## src/source/mul_pkg.sv

```systemverilog
package mul_pkg;

   // datapath width, mulw assumes a 64 bit word
   localparam int M_WIDTH = 64;

   localparam int LG_ROB_ENTRIES = 6;
   localparam int LG_PRF_ENTRIES = 7;

   typedef logic [M_WIDTH-1:0]        word_t;
   typedef logic [LG_ROB_ENTRIES-1:0] rob_ptr_t;
   typedef logic [LG_PRF_ENTRIES-1:0] prf_ptr_t;

   // multiply micro-op as sent by the dispatcher
   typedef struct packed {
      logic     is_signed;   // signed operands for mul and mulh
      logic     is_high;     // take upper half of product
      logic     is_mulw;
      word_t    src_a;
      word_t    src_b;
      rob_ptr_t rob_ptr;
      prf_ptr_t prf_ptr;
   } mul_req_t;

   // finished result toward writeback
   typedef struct packed {
      word_t    result;
      rob_ptr_t rob_ptr;
      prf_ptr_t prf_ptr;
   } mul_rsp_t;

endpackage

```

## src/source/mul_issue_queue.sv

```systemverilog
module mul_issue_queue #(
   parameter int IQ_DEPTH = 4,
   parameter int CB_DEPTH = 4
)
(
   input  logic              clk,
   input  logic              reset,
   input  logic              req_valid,
   input  mul_pkg::mul_req_t req,
   output logic              req_credit,
   input  logic              slot_free,
   output logic              go,
   output mul_pkg::mul_req_t issue_req
);

   import mul_pkg::*;

   localparam int PTR_W  = (IQ_DEPTH > 1) ? $clog2(IQ_DEPTH) : 1;
   localparam int CNT_W  = $clog2(IQ_DEPTH + 1);
   localparam int SLOT_W = $clog2(CB_DEPTH + 1);

   mul_req_t          mem [IQ_DEPTH];
   logic [PTR_W-1:0]  r_wr_ptr;
   logic [PTR_W-1:0]  r_rd_ptr;
   logic [CNT_W-1:0]  r_count;
   logic [SLOT_W-1:0] r_slots;   // completion buffer slots not yet reserved
   logic              w_empty;

   function automatic logic [PTR_W-1:0] next_ptr(input logic [PTR_W-1:0] ptr);
      if (ptr == PTR_W'(IQ_DEPTH - 1))
      begin
         return '0;
      end
      return ptr + 1'b1;
   endfunction

   assign w_empty = (r_count == '0);

   // head issues only with a completion slot in hand
   assign go        = !w_empty && (r_slots != '0);
   assign issue_req = mem[r_rd_ptr];
   assign req_credit = go;   // entry frees as it issues

   always_ff @(posedge clk)
   begin
      if (req_valid)
      begin
         mem[r_wr_ptr] <= req;
      end
   end

   always_ff @(posedge clk)
   begin
      if (reset)
      begin
         r_wr_ptr <= '0;
         r_rd_ptr <= '0;
         r_count  <= '0;
         r_slots  <= SLOT_W'(CB_DEPTH);
      end
      else
      begin
         if (req_valid)
         begin
            r_wr_ptr <= next_ptr(r_wr_ptr);
         end
         if (go)
         begin
            r_rd_ptr <= next_ptr(r_rd_ptr);
         end

         case ({req_valid, go})
            2'b10:   r_count <= r_count + 1'b1;
            2'b01:   r_count <= r_count - 1'b1;
            default: r_count <= r_count;
         endcase

         // reserve on issue, return when the buffer sends
         case ({go, slot_free})
            2'b10:   r_slots <= r_slots - 1'b1;
            2'b01:   r_slots <= r_slots + 1'b1;
            default: r_slots <= r_slots;
         endcase
      end
   end

endmodule

```

## config.mk

```make
export PLATFORM = sky130hd
export DESIGN_NAME = mul_issue_queue
export DESIGN_NICKNAME = d
export VERILOG_FILES = /design/src/source/mul_pkg.sv /design/src/source/mul_issue_queue.sv
export SDC_FILE = /design/constraint.sdc
export NUM_CORES = 1
export LEC_CHECK = 0
export BUFFER_PORTS_ARGS = -buffer_cell sky130_fd_sc_hd__buf_2
export CORE_ASPECT_RATIO = 1.75
export CORE_MARGIN = 5
export CORE_UTILIZATION = 33
export DETAILED_ROUTE_END_ITERATION = 6
export SLEW_MARGIN = 20
export SYNTH_ARGS = -nofsm -noshare
export SYNTH_HDL_FRONTEND = slang
export SYNTH_SLANG_ARGS = --single-unit
```

## constraint.sdc

```tcl
create_clock -name clk -period 4.5 [get_ports clk]
set_input_delay 0.45 -clock clk [delete_from_list [all_inputs] [get_ports clk]]
set_output_delay 0.45 -clock clk [all_outputs]
set_load 0.01 [all_outputs]
```

* Word level (Yosys, flattened, before mapping)
Memories as Yosys holds them, arrays and structs flattened. A register that Yosys moved wholly into a read port is not among the register bits.
Cells that the tools add are included.
W data, S select, Z words.
** Storage, ports and cells
- Register bits :: 10
- RAM bits :: 576
- Word-level logic and storage cells :: 39
- Memories :: 1
** Memories
- mem :: words 4, bits a word 144, read ports 1, clocked after Yosys merged registers in 1, wr ports 1, line mul_issue_queue.sv:22 : mul_req_t mem [IQ_DEPTH];
** Cells by class
- $add $sub $neg :: 6
- Equal/unequal tests :: 6
- Mux-type cells :: 16
- Reduce and logical (&&, ||, !) cells :: 6
** Operators by type and width (count)
- $mux W2 :: 6
- $pmux W3 S2 :: 2
- $eq A2 B2 Y1 const B :: 4
- $mux W1 :: 8
- $add A3 B1 Y3 const B :: 2
- $sub A3 B1 Y3 const B :: 2
- $add A2 B1 Y2 const B :: 2
- $eq A2 B1 Y1 const B :: 2
- $reduce_bool A2 Y1 :: 2
- $logic_not A3 Y1 :: 1
- $reduce_bool A3 Y1 :: 1
- $logic_and A1 B1 Y1 :: 1
- $logic_not A1 Y1 :: 1

* Logic depth before layout (Yosys ltp)
- Depth after elaboration :: 8
- Depth in mapped cells :: 9

* Least setup slack after synthesis
Ideal clock, no wire load.
- Path type :: input -> register
- Start :: input req_valid
- End :: memory mem[0][0] in the netlist's numbering, enable pin
- Library setup time :: 0.520 ns
- Data arrival time :: 4.054 ns
- Data required time :: 3.980 ns
- Slack :: -0.074 ns
- Stages on the path :: 2
- Path buffers :: 1
- Path through :: clkbuf_1 -> and2_1
** Between the ends
- Word-level cells in the longest chain between the ends :: 2
** Ends and longest elaborated chain
- start, declared :: line mul_issue_queue.sv:8 : input logic req_valid,
- $mux W1 :: line mul_issue_queue.sv:46 : if (req_valid)
- $mux W1 (implied by the code) :: line mul_issue_queue.sv:48 : mem[r_wr_ptr] <= req;
- end, declared :: line mul_issue_queue.sv:22
No other way between the ends.

==> flow_results.org <==
** Timing
- The final-report hold violation count is 0.
- Relative slew slack :: 33.07%
- Setup Total Neg Slack :: 0 ps
- Final max-slew violation count :: 0
- Clock skew on the completed layout was measured at about 13 ps.
- Crit share post-route :: 67.84%
- Transition at the pin with the smallest max-transition slack :: 1004 ps
- Across all setup checks in the final design, the least slack found is between 1000 and 1500 ps.
- Final setup viols :: 0
- Tmin final :: 3053 ps
- RSZ-0062 raised after global routing :: no
- For this run, the top clock speed supported by timing is 0.3276 GHz.

** Logic synthesis
- EDFF count, synth :: between 500 and 600
- Post-synthesis compound-gate area fraction :: less than 1%
- Post-synthesis instance area :: 0.02147 sq mm
- Dominant combinational cell family by area after synthesis :: multiplexers
- Synth Area in Simple Gates :: 0.8857%
- Dividing the synthesized area by the synthesized cell count gives 25.78 sq um.
- Yosys Warn Count :: 0
- Net count after synthesis :: 989
- Of the total synthesized cell area, the portion taken by full adders, half adders and majority gates is 0.5361%.
- Among all flip-flop cells after synthesis, the most frequent one is sky130_fd_sc_hd__edfxtp_1.
- Of the synthesized area, sequential elements account for 81.67%.
- Of the total synthesized cell area, the portion taken by XOR and XNOR cells is 0.08158%.
- Synth unique cells :: 35
- Proportion of register bits with asynchronous set or reset after synthesis :: 0%
- #FFs+latches synth :: 588
- In the synthesized netlist, the number of instances is 833.
- Multiplexer fraction of the synthesized cell area :: 15.34%

** Route
- Initial DRT Pass Iterations :: 5
- The routed layout has 9693 vias.
- Initial drt markers :: 343
- Average wire length per cell after detail routing :: 21.89 um
- Detailed-route DRC error count :: 0
- The detail route stage leaves a number of antenna-violating nets equal to 0.
- After detailed routing, the number of vias per cell comes to 4.813.
- The routed design has 44100 um of wire.

** Clock network
- CTS built an H-tree with a depth of 2.
- Post-CTS Hold Buffers :: 0
- CTS placed an instance of sky130_fd_sc_hd__clkbuf_16 at the clock tree root.
- CTS buffer count :: 51
- For this design, the sink count on the clock tree is slightly below 600.
- TritonCTS clock tree :: built
- Number of cells upsized or downsized after cts :: 0
- The number of setup buffers added after CTS is 0.
- Counting along the longest clock path gives a buffer depth of 3.
- Clock latency on the worst-skew pair, taken at its later pin, is 600 ps.
- Clock transition time at the flip-flop clock pins of the worst setup and hold paths :: 60 ps

** Layout
- Fraction of layout instances using a drive strength above 1 :: ~45%
- Summing all multi-input logic gate instances after layout gives ~0.0037 sq mm.
- Once layout is done, the placed cells without fillers occupy 0.02567 sq mm.
- Final-layout fill cell count :: ~5700
- Sequential cell area :: 0.01754 sq mm
- Post-layout net count :: between 1000 and 1500
- Area added between synthesis and finish :: 19.54%

** Global route
- For this run, global-route usage on met1 was measured as 13.96%.
- Global-route wire length before repair :: 66200 um
- Initial antenna violation count :: 11
- The via count of the first global-routing pass came to 10610.
- Total congestion overflow :: 0
- In this run the most used layer during global routing was met2.
- Global-route met2 utilization :: around 22%
- Entering global routing, the biggest net connects between 100 and 150 pins.
- Across every metal layer, demand over resource in global routing totals roughly 12%.
- GRT met3 Usage :: 3.949%

** Place
- In this run the tool buffered the top-level ports with 293 buffer cells.
- DP Worst Slack :: 1926 ps
- At the end of routability-driven placement, the weighted congestion stood at 0.6836.
- Cell area after placement :: 0.02403 sq mm
- HPWL after detailed placement :: around 27000 um

** Critical path
- The critical path in this run is classified as flop to output port.
- STA classifies the critical path endpoint as an output port.
- Worst path arrival time :: about 2600 ps
- STA classifies the critical path startpoint as a flop.
- Data on the critical path is required at its endpoint by between 4000 and 5000 ps.
- Of all nets on the critical path, the largest fanout is 33.
- The startpoint identified for the worst register-to-register timing path is r_slots[0].

** Die
- Floorplan Core Area :: 0.06448 sq mm
- I/O pin count :: 294
- The die is 202.8 um wide.
- Rows :: 123
- Once the floorplan was initialized, standard cells occupied 33.30% of the core.
- The die covers 0.07047 sq mm.
- The die is 347.4 um tall.

** Power
- Power per cell area :: 526.8 mW/mm^2
- Across the VDD grid, the largest voltage drop is about 0.41 mV.
- For this design the static power due to leakage is 8.447 nW.
- The design draws 0.01352 W.

** Min path
- Min-delay worst type :: input pin to flop
- The startpoint identified for the worst hold timing path is req[13].

** Status
- The run finished with clean final reports.

** Run
- Across the run, the number of max-cap violations was 0.
==> placed cells by master (no fill, tap or decap), types with 7 or more instances in the layout <==
master and n:
sky130_fd_sc_hd__clkbuf_16 51, sky130_fd_sc_hd__nor2_1 7, sky130_fd_sc_hd__clkbuf_1 7, sky130_fd_sc_hd__buf_2 293, sky130_fd_sc_hd__edfxtp_1 576, sky130_fd_sc_hd__buf_12 12, sky130_fd_sc_hd__mux4_2 144, sky130_fd_sc_hd__dfxtp_1 10
sky130_fd_sc_hd__clkinv_1 15
==> path summary, 6_finish.rpt <==
check | endpoint | slack, ps | cells after the start
worst max-delay path | issue_req[90] | 1450 | 3
worst min-delay path | mem[0][13] | 60 | 1
worst max register to register | r_slots[2] | 2000 | 8
worst min register to register | flop | 540 | 2
==> flip-flops by register name, summed over array words and instances, names as in the netlist, named ones only <==
signal / cells
r_slots: 3
mem: 576
r_wr_ptr: 2
r_rd_ptr: 2
r_count: 3
==> routing by layer <==
layer | share of wire (%) | vias to the layer above
met5 | 0.11 | -
met4 | 2.4 | 8
met3 | 7.2 | 69
met2 | 54 | 269
met1 | 36 | 5102
li1 | - | 4245
==> cell type report <==
type / count / area share, %
sequential: 588 / 68.35
tap: 812 / 3.958
timing repair buffer: 311 / 6.824
inverter: 6 / 0.08774
multi-input combinational: 202 / 14.41
clock inverter: 34 / 1.267
clock buffer: 58 / 5.074
antenna: 3 / 0.02925
==> worst max-delay path: stages (launching register included) <==
cell and delay, ps:
sky130_fd_sc_hd__dfxtp_4 840, sky130_fd_sc_hd__buf_4 370, sky130_fd_sc_hd__mux4_2 550, sky130_fd_sc_hd__buf_2 160
==> cell families after synthesis <==
| family | count (synthesis) |
|---|---|
| flip-flops | 588 |
| multiplexers | 149 |
| buffers and inverters | 43 |
| AND/OR/NAND/NOR | 32 |
| AO/OA/AOI/OAI | 11 |
| adder cells (fa/ha/maj) | 8 |
| XOR/XNOR | 2 |
==> report_power, final <==
group | leakage (nW) | switching [W] | internal (W) | total, W
clock | 0.791 | 0.00188 | 0.00242 | 0.00430
combinational | 2.27 | 0.00145 | 0.00133 | 0.00278
sequential | 5.39 | 0.000142 | 0.00630 | 0.00644
total | 8.45 | 0.00347 | 0.0101 | 0.0135
==> stage by stage <==
step,instances,utilization (%),hold WS [ps]
after floorplan,833,-,493.0
after global placement,1919,37.27,494.3
after detailed placement,1919,37.27,538.5
after CTS,2011,39.79,5.944
after global routing,2011,39.79,24.50
final,2014,39.81,60.06
==> synthesized netlist by cell type (all sizes together) (2+ instances only) <==
library cell	n	area, sq um
nor2	7	26.28
and2	4	25.02
nand2	2	7.510
dfxtp	12	240.2
clkbuf	11	41.29
o21ai	3	15.01
xor2	2	17.52
or3	3	23.77
edfxtp	576	17300
fa	2	40.04
mux2i	4	40.04
inv	6	22.52
nor3	3	15.01
buf	26	182.7
nand4b	3	26.28
a21oi	4	20.02
nand2b	2	12.51
mux4	144	3243
ha	6	75.07
No activity file was read; power rests on OpenSTA's default activity.
