<file path="src/source/mul_pkg.sv">
package mul_pkg;

   // datapath width, mulw assumes a 64 bit word
   localparam int M_WIDTH = 64;

   localparam int LG_ROB_ENTRIES = 6;
   localparam int LG_PRF_ENTRIES = 7;

   typedef logic [M_WIDTH-1:0]        word_t;
   typedef logic [LG_ROB_ENTRIES-1:0] rob_ptr_t;
   typedef logic [LG_PRF_ENTRIES-1:0] prf_ptr_t;

   // multiply micro-op as sent by the dispatcher
   typedef struct packed {
      logic     is_signed;   // signed operands for mul and mulh
      logic     is_high;     // take upper half of product
      logic     is_mulw;
      word_t    src_a;
      word_t    src_b;
      rob_ptr_t rob_ptr;
      prf_ptr_t prf_ptr;
   } mul_req_t;

   // finished result toward writeback
   typedef struct packed {
      word_t    result;
      rob_ptr_t rob_ptr;
      prf_ptr_t prf_ptr;
   } mul_rsp_t;

endpackage

</file>
<file path="src/source/mul_complete_buffer.sv">
module mul_complete_buffer #(
   parameter int CB_DEPTH    = 4,
   parameter int OUT_CREDITS = 2
)
(
   input  logic              clk,
   input  logic              reset,
   input  logic              complete,
   input  mul_pkg::mul_rsp_t rsp_in,
   input  logic              rsp_credit,
   output logic              rsp_valid,
   output mul_pkg::mul_rsp_t rsp,
   output logic              slot_free
);

   import mul_pkg::*;

   localparam int PTR_W = (CB_DEPTH > 1) ? $clog2(CB_DEPTH) : 1;
   localparam int CNT_W = $clog2(CB_DEPTH + 1);
   localparam int CRD_W = $clog2(OUT_CREDITS + 1);

   mul_rsp_t         mem [CB_DEPTH];
   logic [PTR_W-1:0] r_wr_ptr;
   logic [PTR_W-1:0] r_rd_ptr;
   logic [CNT_W-1:0] r_count;
   logic [CRD_W-1:0] r_credits;   // downstream credits held
   logic             w_send;

   function automatic logic [PTR_W-1:0] next_ptr(input logic [PTR_W-1:0] ptr);
      if (ptr == PTR_W'(CB_DEPTH - 1))
      begin
         return '0;
      end
      return ptr + 1'b1;
   endfunction

   // credit spent by the send in flight is not counted off yet
   assign w_send = (r_count != '0) && (r_credits > CRD_W'(rsp_valid));

   assign slot_free = rsp_valid;

   always_ff @(posedge clk)
   begin
      if (complete)
      begin
         mem[r_wr_ptr] <= rsp_in;   // slot was reserved at issue
      end
      if (w_send)
      begin
         rsp <= mem[r_rd_ptr];
      end
   end

   always_ff @(posedge clk)
   begin
      if (reset)
      begin
         r_wr_ptr  <= '0;
         r_rd_ptr  <= '0;
         r_count   <= '0;
         r_credits <= CRD_W'(OUT_CREDITS);
         rsp_valid <= 1'b0;
      end
      else
      begin
         rsp_valid <= w_send;
         if (complete)
         begin
            r_wr_ptr <= next_ptr(r_wr_ptr);
         end
         if (w_send)
         begin
            r_rd_ptr <= next_ptr(r_rd_ptr);
         end

         case ({complete, w_send})
            2'b10:   r_count <= r_count + 1'b1;
            2'b01:   r_count <= r_count - 1'b1;
            default: r_count <= r_count;
         endcase

         case ({rsp_valid, rsp_credit})
            2'b10:   r_credits <= r_credits - 1'b1;
            2'b01:   r_credits <= r_credits + 1'b1;
            default: r_credits <= r_credits;
         endcase
      end
   end

endmodule

</file>
<file path="config.mk">
export PLATFORM = sky130hd
export DESIGN_NAME = mul_complete_buffer
export DESIGN_NICKNAME = d
export VERILOG_FILES = /design/src/source/mul_pkg.sv /design/src/source/mul_complete_buffer.sv
export SDC_FILE = /design/constraint.sdc
export NUM_CORES = 1
export LEC_CHECK = 0
export CORE_ASPECT_RATIO = 1.4
export CORE_MARGIN = 4
export CORE_UTILIZATION = 60
export DETAILED_ROUTE_END_ITERATION = 8
export DONT_BUFFER_PORTS = 1
export GPL_TIMING_DRIVEN = 0
export PLACE_DENSITY = 0.76
export SYNTH_ARGS = -nofsm -noshare
export SYNTH_HDL_FRONTEND = slang
export SYNTH_SLANG_ARGS = --single-unit
</file>
<file path="constraint.sdc">
create_clock -name clk -period 8.2 [get_ports clk]
set_clock_uncertainty 0.1 [all_clocks]
set_input_delay 2.05 -clock clk [delete_from_list [all_inputs] [get_ports clk]]
set_output_delay 2.05 -clock clk [all_outputs]
set_load 0.05 [all_outputs]
</file>
# Yosys cells after proc, flatten, opt, wreduce, memory -nomap -nowiden
# Memories as Yosys holds them, arrays and structs flattened. A register that Yosys moved wholly into a read port is not among the register bits.
# Index checks and enable logic that the tools add are counted.
classes:
  add_sub_neg: 6
  magnitude_cmp: 1
  n_eq_ne: 6
  mux: 14
  n_reduce_logical: 4
ops:
  columns: ["operator", "count"]
  rows:
  - ["2-bit == test, second input constant", 4]
  - ["1-bit two-way mux", 8]
  - ["2-bit two-way mux", 4]
  - ["2-bit by 1-bit adder with 2-bit output, second input constant", 3]
  - ["3-bit one-hot mux with 2 select lines", 1]
  - ["2-bit by 1-bit == test with 1-bit output, second input constant", 2]
  - ["2-bit one-hot mux with 2 select lines", 1]
  - ["2-bit nonzero test", 2]
  - ["3-bit by 1-bit adder with 3-bit output, second input constant", 1]
  - ["3-bit nonzero test", 1]
  - ["3-bit by 1-bit subtractor with 3-bit output, second input constant", 1]
  - ["2-bit by 1-bit greater-than comparator with 1-bit output", 1]
  - ["2-bit by 1-bit subtractor with 2-bit output, second input constant", 1]
  - ["1-bit logical AND", 1]
word_totals:
  regBits: 10
  ram_bits: 308
  out_inout_bits: 79
  wordCells: 37
  mem_count: 1
memory_table:
  columns: ["name", "depth", "word_bits", "read_ports", "rd_ports_with_merged_regs", "wr", "line", "rtl"]
  rows:
  - ["mem", 4, 77, 1, 1, 1, "mul_complete_buffer.sv:22", "mul_rsp_t mem [CB_DEPTH];"]

# Logic depth before layout (Yosys ltp)
# Gate-level depths: netlist of run 1.
logic_depth:
  word_depth: 5
  ltp_mapped: 10

# Least setup slack after synthesis of run 1
# No wires, ideal clock.
synth_timing:
  kind: "reg-to-reg"
  startpoint: "register rsp_valid"
  endpoint: "register r_count[2]"
  arrival_ns: 6.120
  t_required_ns: 8.030
  slack_ns: 1.910
  stages_incl_launch_ff: 10
  path_buffers: 0
  path_cell_list: "dfxtp_1 ha_1 o21ba_2 nor2_1 ha_1 inv_1 fa_1 xor2_1 or3_1 a21oi_1"
synth_between:
  elab_chain_len: 4
  elab_cells_between_ends: 6
  classes_between: "order compare: 1; eq/ne: 2; mux: 1; reduce/logical: 2"
synth_rtl:
  columns: ["element", "line", "rtl"]
  rows:
  - ["start: declaration", "mul_complete_buffer.sv:11", "output logic rsp_valid,"]
  - ["start signal: assignment", "mul_complete_buffer.sv:66", "rsp_valid <= w_send;"]
  - ["2-bit by 1-bit greater-than comparator with 1-bit output (*)", "mul_complete_buffer.sv:38", "assign w_send = (r_count != '0) && (r_credits > CRD_W'(rsp_valid));"]
  - ["1-bit logical AND (*)", "mul_complete_buffer.sv:38", null]
  - ["via w_send", "mul_complete_buffer.sv:27", "logic w_send;"]
  - ["2-bit by 1-bit == test with 1-bit output or 2-bit == test (tied branches)", "mul_complete_buffer.sv:76", "case ({complete, w_send})"]
  - ["3-bit one-hot mux with 2 select lines or 2-bit nonzero test (tied branches)", null, null]
  - ["end signal: assignment", "mul_complete_buffer.sv:77", "2'b10: r_count <= r_count + 1'b1;"]
  - ["end signal: assignment", "mul_complete_buffer.sv:78", "2'b01: r_count <= r_count - 1'b1;"]
  - ["end signal: assignment", "mul_complete_buffer.sv:79", "default: r_count <= r_count;"]
  - ["end: declaration", "mul_complete_buffer.sv:25", "logic [CNT_W-1:0] r_count;"]
# Mark *: on every way through the listed nets, which the timed path passes. The rest lies on a longest branch.
# A chain may end at the register's enable or synchronous reset.

# Final worst setup path of run 1
layout_timing:
  startpoint: "register rsp_valid"
  endpoint: "output slot_free"
layout_rtl:
  columns: ["element", "line", "rtl"]
  rows:
  - ["end: declaration", "mul_complete_buffer.sv:13", "output logic slot_free"]
# No word-level cell between the ends.

==> flow_summary.toml, run 1 <==
[run_status]
run_status = "complete, no violations"

[die]
floorplan.io_pins = 160
fp.dieH_um = 188.5
placeableCoreArea_um2 = 22770
die_w_um = 137.0
floorplan.initialDensity_pct = 61.34
dieArea_um2 = 25820
rows = 65

[setup_path]
critPathMaxStageDelay_ns = 0.73
crit_path_cell_trace = "buf_4"
slowest_stage = "dfxtp_1"
worst_path_dominant_cell_family = "flip-flops"
crit_buf_inv = 1
worstSetupStartpointType = "flip-flop"
worstSetupEndpointType = "output port"
worstSetupPathType = "reg -> out"
worstPathArrival_ns = 1.55
cp_data_required_time_ns = 6.05
timing.critical_path.fanout_max = 4

[logic_synthesis]
post_synth.cell_area_avg_um2 = 25.72
synth_largest_area_cell = "edfxtp_1"
synth_enable_flop_cells = 385
synth_cells = 543
ys_warn_count = 0
synth.top_cell.area_share_pct = 82.77
fraction_of_registers_with_async_set_or_reset_after_synthesis_pct = 0
synthesis.area_um2 = 13970
ys.flop_type = "edfxtp_1"
yosys-top-cells-area = "edfxtp_1 83%, mux4_2 12%, dfxtp_1 1.4%"
ys_ff_latch = 395
synth_sequential_area_ratio_pct = 84.20
yosys.cell_types.count = 23
synthesis.nets = 633

[finish]
syn_to_final_growth_pct = 11.79
post_route_cells_drive_above_1_share_pct = 24.26
layout.cells.most_common = "edfxtp_1"
leading_cell_types_in_the_layout_fill_and_taps_excluded = "385 x edfxtp_1, 77 x mux4_2, 37 x clkbuf_16"
multi_input_gate_area_um2 = 2081
final_util_pct = 68.57
ff_latch_area_um2 = 11760
fin_nets = 677
antennaDiodeCount = 0
filler_cell_count = 1372

[detailed_routing]
dr_total_vias = 5493
via_per_inst = 6.030
detailedRoute.firstPassIterationCount = 4
first_iter_violations = 361
ant_nets = 0
detail_route.wl_per_cell_um = 26.59
routed_wl_mm = 24.22
drc = 0

[cts]
post_cts_resize_count = 0
cts_made_buffers = 36
post-cts-setup-buffer-count = 0
cts-hold-fix-buffers = 0
cts_max_path_buffers = 3
cts-htree-levels = 2
numClockSinks = 395
clkTransAtPathRegs_ns = 0.06
source_to_sink_clock_delay_at_the_later_pin_of_the_worst_skew_pair_ns = 0.50
tritoncts = "done"
clock-root-buffer = "clkbuf_16"

[timing]
setup-tns-final_ns = 0
hold_violations = 0
final_period_minus_worst_setup_slack_ns = 3.704
worst_slew_margin_rel_pct = 50.82
timing.fmax_ghz = 0.2700
tightestPinTransition_ns = 0.7359
setup_slack_ns = 4.496
setup_repair_after_global_routing_missed_its_margin = "no"
slew_violations = 0
report.final.setup_viol = 0
final_min_period_over_clock_period_pct = 45.17

[global_route]
grt_overflow = 0
number_of_global_route_vias_before_repair = 6101
grt_antenna_before_repair = 0
grt_max_degree = 44
grt_pass1_wl_mm = 37.17
gr-usage-all-layers_pct = 19.44

[power_and_ir_drop]
power_frac_seq_pct = 59.9
power.switching_fraction_pct = 33.25
p_leak_nw = 4.910
power.density_cell_area_nw_per_um2 = 374.1
worst_ir_drop_vdd_v = 0.0002667
cell_internal_pwr_w = 0.003900
clkPwrFrac_pct = 27.0
total_power_w = 0.005842
power_frac_comb_pct = 13.1
power.switching_w = 0.001943

[job]
drv_cap = 0

[placement]
place.gp.congestion = 0.7167
buffer_ports.inserted = 0
place_worst_setup_slack_ns = 4.601
post-dp-hpwl_mm = 14.61

[hold_path]
hold_class = "reg -> reg"
==> synthesized netlist by cell type (all sizes together) (3+ instances only) <==
| cell | instances |
|---|---|
| o21ai | 3 |
| nor3 | 3 |
| xor2 | 4 |
| dfxtp | 10 |
| edfxtp | 385 |
| nor2 | 7 |
| and2 | 4 |
| mux4 | 77 |
| clkbuf | 6 |
| buf | 14 |
| ha | 8 |
| inv | 8 |
| a21oi | 4 |
==> final timing paths <==
check | startpoint | end | slack [ns] | cells after the start
setup / recovery | rsp_valid | slot_free | 4.50 | 1
hold / removal | r_count[2] | r_count[2] | 0.43 | 2
setup reg to reg | rsp_valid | r_count[2] | 4.65 | 9
hold reg to reg | r_count[2] | r_count[2] | 0.43 | 2
==> logic make-up (layout without fill, tap and decap cells) <==
group	Yosys count	after routing	synth area share [%]
flops	395	395	84.20
simple gates	20	20	0.7793
fa+ha+maj	9	9	0.8599
compound gates	8	8	0.3224
mux	79	79	12.56
buf+inv	28	95	1.030
xor+xnor	4	4	0.2508
==> layer usage <==
metal	vias to the layer above	global-route usage, %	routed length, µm
met5	-	0	0
met4	0	5.300	552
met3	42	6.410	1960
met2	195	32.87	12860
met1	2891	24.29	8851
li1	2365	-	-
==> stage by stage <==
stage	hold WS, ns	area (µm²)	instances
floorplan	0.3588	13970	543
global placement	0.3652	14350	844
detailed placement	0.4183	14510	850
CTS	0.4266	15620	911
global route	0.4541	15620	911
finish	0.4265	15620	911
==> flip-flops by register name, indices dropped and copies added (netlist names) <==
signal and count:
mem 308, r_count 3, r_credits 2, r_rd_ptr 2, r_wr_ptr 2, rsp 77
rsp_valid 1
==> power groups by stage <==
| stage | logic, W | registers, W | clock network [W] |
|---|---|---|---|
| 2_1_floorplan | 0.000549 | 0.00351 | 0 |
| 3_3_place_gp | 0.000690 | 0.00360 | 0 |
| 3_5_place_dp | 0.000772 | 0.00354 | 0 |
| 4_1_cts | 0.000783 | 0.00351 | 0.00161 |
| 5_1_grt | 0.000835 | 0.00353 | 0.00170 |
| 6_report | 0.000764 | 0.00350 | 0.00158 |
==> layout make-up <==
type	instances	share of cell area (%)
Sequential cell	395	75.32
Multi-Input combinational cell	120	13.33
Clock buffer	49	6.218
Tap cell	301	2.412
Timing Repair Buffer	6	0.9615
Clock inverter	12	0.8413
Buffer	20	0.7292
Inverter	8	0.1923
No activity file was read; power rests on OpenSTA's default activity.
==> inputs of run 2 (changes only) <==
Settings changed: ABC_AREA from default to 1, CORE_UTILIZATION 60 to 56, PLACE_DENSITY 0.76 to 0.74.
Clock period 8.2 ns to 3 ns, I/O delays scaled along.
==> flow_summary.toml, run 2 <==
[cts]
cts-htree-levels = 2
clkTransAtPathRegs_ns = 0.07
post_cts_resize_count = 0
tritoncts = "done"
numClockSinks = 395
clock-root-buffer = "clkbuf_16"
source_to_sink_clock_delay_at_the_later_pin_of_the_worst_skew_pair_ns = 0.51
cts_max_path_buffers = 3
cts-hold-fix-buffers = 0
post-cts-setup-buffer-count = 0
cts_made_buffers = 37

[timing]
hold_violations = 0
final_min_period_over_clock_period_pct = 93.43
tightestPinTransition_ns = 0.5411
setup_repair_after_global_routing_missed_its_margin = "no"
timing.fmax_ghz = 0.3568
report.final.setup_viol = 0
slew_violations = 0
worst_slew_margin_rel_pct = 64.00
final_period_minus_worst_setup_slack_ns = 2.803
setup_slack_ns = 0.1972

[logic_synthesis]
ys.flop_type = "edfxtp_1"
synthesis.area_um2 = 14330
synth_largest_area_cell = "edfxtp_1"
ys_warn_count = 0
synth.top_cell.area_share_pct = 80.66
synth_cells = 903
ys_ff_latch = 395
fraction_of_registers_with_async_set_or_reset_after_synthesis_pct = 0
post_synth.cell_area_avg_um2 = 15.87
synth_commonest_cells = "385 x edfxtp_1, 162 x nor2_1, 84 x o21ai_0"
most_repeated_cell_in_the_gate_level_netlist_after_synthesis = "edfxtp_1"
synth_enable_flop_cells = 385
synth_sequential_area_ratio_pct = 82.05
yosys-top-cells-area = "edfxtp_1 81%, nor2_1 4.2%, o22ai_1 3.4%"
synthesis.nets = 993
yosys.cell_types.count = 23

[die]
fp.dieH_um = 197.3
floorplan.io_pins = 160
floorplan.initialDensity_pct = 56.67
placeableCoreArea_um2 = 25300
die_w_um = 143.2
rows = 69
dieArea_um2 = 28260

[detailed_routing]
ant_nets = 0
drc = 0
top_layer_used = "met4"
first_iter_violations = 495
met3WireLength_mm = 2.108
via_per_inst = 5.944
route.layer.met1.wl_mm = 11.00
detail_route.wl_per_cell_um = 22.79
detailedRoute.firstPassIterationCount = 5
dr_total_vias = 7697
routed-wl-met2_mm = 15.79
routed_wl_mm = 29.51

[finish]
leading_cell_types_in_the_layout_fill_and_taps_excluded = "385 x edfxtp_1, 162 x nor2_1, 83 x o21ai_0"
largest_register_ffs = 308
regMostFlops = "mem"
layout.cells.most_common = "edfxtp_1"
final_util_pct = 63.94
syn_to_final_growth_pct = 12.83
post_route_cells_drive_above_1_share_pct = 12.09
top_regs = "mem: 308 flops, rsp: 77 flops, r_count: 3 flops"
antennaDiodeCount = 0
fin_nets = 1038

[run_status]
run_status = "complete, no violations"

[setup_path]
cp_data_required_time_ns = 3.31
timing.critical_path.fanout_max = 29
worstSetupEndpointType = "flip-flop"
worstPathArrival_ns = 3.11
worstSetupStartpointType = "flip-flop"
worstSetupPathType = "reg -> reg"

[global_route]
number_of_global_route_vias_before_repair = 7923
grt_antenna_before_repair = 0
grt_overflow = 0
grt_pass1_wl_mm = 44.20
grt_max_degree = 51
gr-usage-all-layers_pct = 20.63

[placement]
place_worst_setup_slack_ns = 0.2045
buffer_ports.inserted = 0
place.gp.congestion = 0.7658
post-dp-hpwl_mm = 17.52

[power_and_ir_drop]
clkPwrFrac_pct = 26.8
cell_internal_pwr_w = 0.01105
power_frac_comb_pct = 18.3
power.switching_fraction_pct = 36.88
power.switching_w = 0.006458
power_frac_seq_pct = 55.0
total_power_w = 0.01751
p_leak_nw = 5.381
power.density_cell_area_nw_per_um2 = 1083
worst_ir_drop_vdd_v = 0.0007005

[job]
drv_cap = 0

[hold_path]
hold_class = "in -> reg"
run 2: path summary, 6_finish.rpt:
check,from,endpoint,slack [ns],cells past startpoint
worst max-delay path,rsp_valid,r_count[2],0.20,14
worst min-delay path,reset,rsp_valid,0.20,1
worst max register to register,rsp_valid,r_count[2],0.20,14
worst min register to register,r_credits[1],r_credits[1],0.37,2
run 2: critical path, stage by stage (launching register included):
cell	delay, ns
dfxtp_4	0.46
ha_4	0.23
o21ai_2	0.18
nand2_2	0.13
clkinvlp_4	0.35
buf_12	0.28
ha_4	0.17
inv_2	0.04
fa_1	0.38
inv_1	0.07
nand2_1	0.04
nand3_1	0.09
nand2_1	0.06
nand2_1	0.07
nor2_1	0.04
run 2: metrics by stage:
stage	hold slack, ns	TNS [ns]	instances	instance area [µm²]
finish	0.1964	0	1295	16170
global route	0.1756	0	1295	16170
CTS	0.1759	0	1295	16170
detailed placement	0.3528	0	1228	14930
global placement	0.3412	-336.92	1222	14770
floorplan	0.3289	-0.1093	903	14370
run 2: power groups by stage:
stage	combinational [W]	clock (W)	sequential [W]
after detailed placement	0.00321	0	0.00975
after CTS	0.00325	0.00476	0.00965
final	0.00320	0.00469	0.00962
after floorplan	0.00211	0	0.00963
after global routing	0.00354	0.00499	0.00971
after global placement	0.00336	0	0.00983
run 2: layout make-up:
type                       count  area, µm²
sequential                   395      11770
fill                        1738       9123
multi-input combinational    435       2162
clock buffer                  43      991.0
tap                          319      399.1
buffer                        51      356.6
clock inverter                24      250.2
timing repair buffer           6      150.1
inverter                      22      98.84
run 2: logic make-up after synthesis:
group | Yosys count | share of synthesized area, %
AOI/OAI and AO/OA | 242 | 9.122
adders and majority gates | 9 | 0.8380
buffers and inverters | 73 | 3.081
DFF | 395 | 82.05
and+or+nand+nor | 184 | 4.906
run 2: per-layer routing:
layer	global-route usage (%)	vias to the layer above
met1	24.11	3880
met4	7.537	0
met2	36.45	275
met5	0	-
met3	5.667	46
li1	-	3496
==> inputs of run 3 (changes only) <==
Settings changed: ABC_AREA 1 to default, ABC_CLOCK_PERIOD_IN_PS from default to 3400, CORE_UTILIZATION 56 to 60, PLACE_DENSITY 0.74 to 0.76.
Clock period 3 ns to 3.4 ns, I/O delays scaled along.
==> flow_summary.toml, run 3 (synthesis results as in run 1) <==
[cts]
cts-hold-fix-buffers = 0
cts_max_path_buffers = 3
numClockSinks = 395
post_cts_resize_count = 0
tritoncts = "done"
clock-root-buffer = "clkbuf_16"
source_to_sink_clock_delay_at_the_later_pin_of_the_worst_skew_pair_ns = 0.51
cts_made_buffers = 36
cts-htree-levels = 2
clkTransAtPathRegs_ns = 0.06
post-cts-setup-buffer-count = 0

[detailed_routing]
ant_nets = 0
detailedRoute.firstPassIterationCount = 4
detail_route.wl_per_cell_um = 26.48
dr_total_vias = 5483
routed_wl_mm = 24.20
first_iter_violations = 361
drc = 0
via_per_inst = 5.999

[global_route]
grt_pass1_wl_mm = 37.48
grt_antenna_before_repair = 0
gr-usage-all-layers_pct = 19.67
grt_busiest_layer = "met2"
grt.met2_usage_pct = 33.36
grt_use_met1_pct = 24.90
number_of_global_route_vias_before_repair = 6113
grt_max_degree = 50
grt_overflow = 0
met3_use_gr_pct = 5.422

[die]
floorplan.initialDensity_pct = 61.34
rows = 65
fp.dieH_um = 188.5
placeableCoreArea_um2 = 22770
die_w_um = 137.0
floorplan.io_pins = 160
dieArea_um2 = 25820

[timing]
slew_violations = 0
timing.fmax_ghz = 0.3202
setup-tns-final_ns = 0
setup_repair_after_global_routing_missed_its_margin = "no"
worst_slew_margin_rel_pct = 51.11
final_min_period_over_clock_period_pct = 91.86
final_period_minus_worst_setup_slack_ns = 3.123
report.final.setup_viol = 0
worst_hold_slack_ns = 0.3360
tightestPinTransition_ns = 0.7334
hold_violations = 0

[job]
drv_cap = 0

[setup_path]
crit_path_cell_trace = "inv_1, ha_4, o21ba_4, nor2_4, buf_12, ha_1, inv_1, fa_2, xor2_1, or3_1, a21oi_1"
cp_data_required_time_ns = 3.74
slowest_stage = "nor2_4"
timing.critical_path.fanout_max = 25
worstSetupPathType = "reg -> reg"
worstSetupEndpointType = "flip-flop"
worstPathArrival_ns = 3.46
reg2reg_slack_ns = 0.28
crit_buf_inv = 3
worstSetupStartpointType = "flip-flop"
worst_path_dominant_cell_family = "simple AND/OR/NAND/NOR gates"
critPathMaxStageDelay_ns = 0.51
timing.critical_path.mode_cell = "inv_1"

[finish]
filler_cell_count = 1384
fin_nets = 678
leading_cell_types_in_the_layout_fill_and_taps_excluded = "385 x edfxtp_1, 77 x mux4_2, 37 x clkbuf_16"
post_route_cells_drive_above_1_share_pct = 25.12
final_util_pct = 68.69
regMostFlops = "mem"
antennaDiodeCount = 0
syn_to_final_growth_pct = 11.98
largest_register_ffs = 308
layout.cells.most_common = "edfxtp_1"
top_regs = "mem: 308 flops, rsp: 77 flops, r_count: 3 flops"

[placement]
post-dp-hpwl_mm = 14.63
buffer_ports.inserted = 0
place.gp.congestion = 0.7044

[power_and_ir_drop]
total_power_w = 0.01405
worst_ir_drop_vdd_v = 0.0004966
p_leak_nw = 4.920
power.density_cell_area_nw_per_um2 = 897.9

[run_status]
run_status = "complete, no violations"

[hold_path]
hold_class = "in -> reg"
run 3: cell types whose count changed in the layout (fill, tap and decap cells not counted), sizes merged, moves of 4 or more:
| cell | before | now |
|---|---|---|
| and2 | 0 | 4 |
| buf | 42 | 21 |
| clkbuf | 58 | 47 |
| clkinv | 12 | 18 |
| clkinvlp | 6 | 1 |
| inv | 24 | 10 |
| mux4 | 0 | 77 |
| nand2 | 15 | 0 |
| nand3 | 4 | 0 |
| nor2 | 162 | 7 |
| o21ai | 159 | 3 |
| o22ai | 77 | 0 |
| xor2 | 0 | 4 |
run 3: per-layer routing:
metal  part of all wire [%]  routed length, µm  vias up
met2                     54              12970      170
met5                      0                  0        -
met3                    6.8               1654       48
met4                    2.9                694        0
met1                     37               8880     2888
li1                       -                  -     2377
run 3: worst paths after layout:
kind                 from         end  cells past startpoint
max          r_credits[0]  r_count[2]                     11
min            rsp_in[26]  mem[2][26]                      0
max reg2reg  r_credits[0]  r_count[2]                     11
min reg2reg    r_count[2]  r_count[2]                      2
run 3: cell type report:
class | count | area (µm²) | share of cell area [%]
repair buffers | 7 | 185.2 | 1.184
inverters | 8 | 30.03 | 0.1920
well taps | 301 | 376.6 | 2.408
clock buffers | 41 | 940.9 | 6.015
multi-input cells | 120 | 2102 | 13.44
flip-flops and latches | 395 | 11770 | 75.21
plain buffers | 20 | 113.9 | 0.7279
clock inverters | 22 | 128.9 | 0.8239
run 3: metrics by stage:
stage          cell area (µm²)  setup slack (ns)  std cells
5_1_grt                  15640            0.1127        914
3_3_place_gp             14380            -1.099        844
4_1_cts                  15640            0.2665        914
3_5_place_dp             14570            0.2871        851
6_report                 15640            0.2769        914
2_1_floorplan            14000          -0.09684        543
run 3: power breakdown:
group          total [W]  internal (W)  switching, W  leakage [nW]
registers        0.00844       0.00639       0.00206          3.65
logic            0.00193      0.000882       0.00105         0.750
clock network    0.00367       0.00206       0.00161         0.524
total             0.0140       0.00933       0.00472          4.92
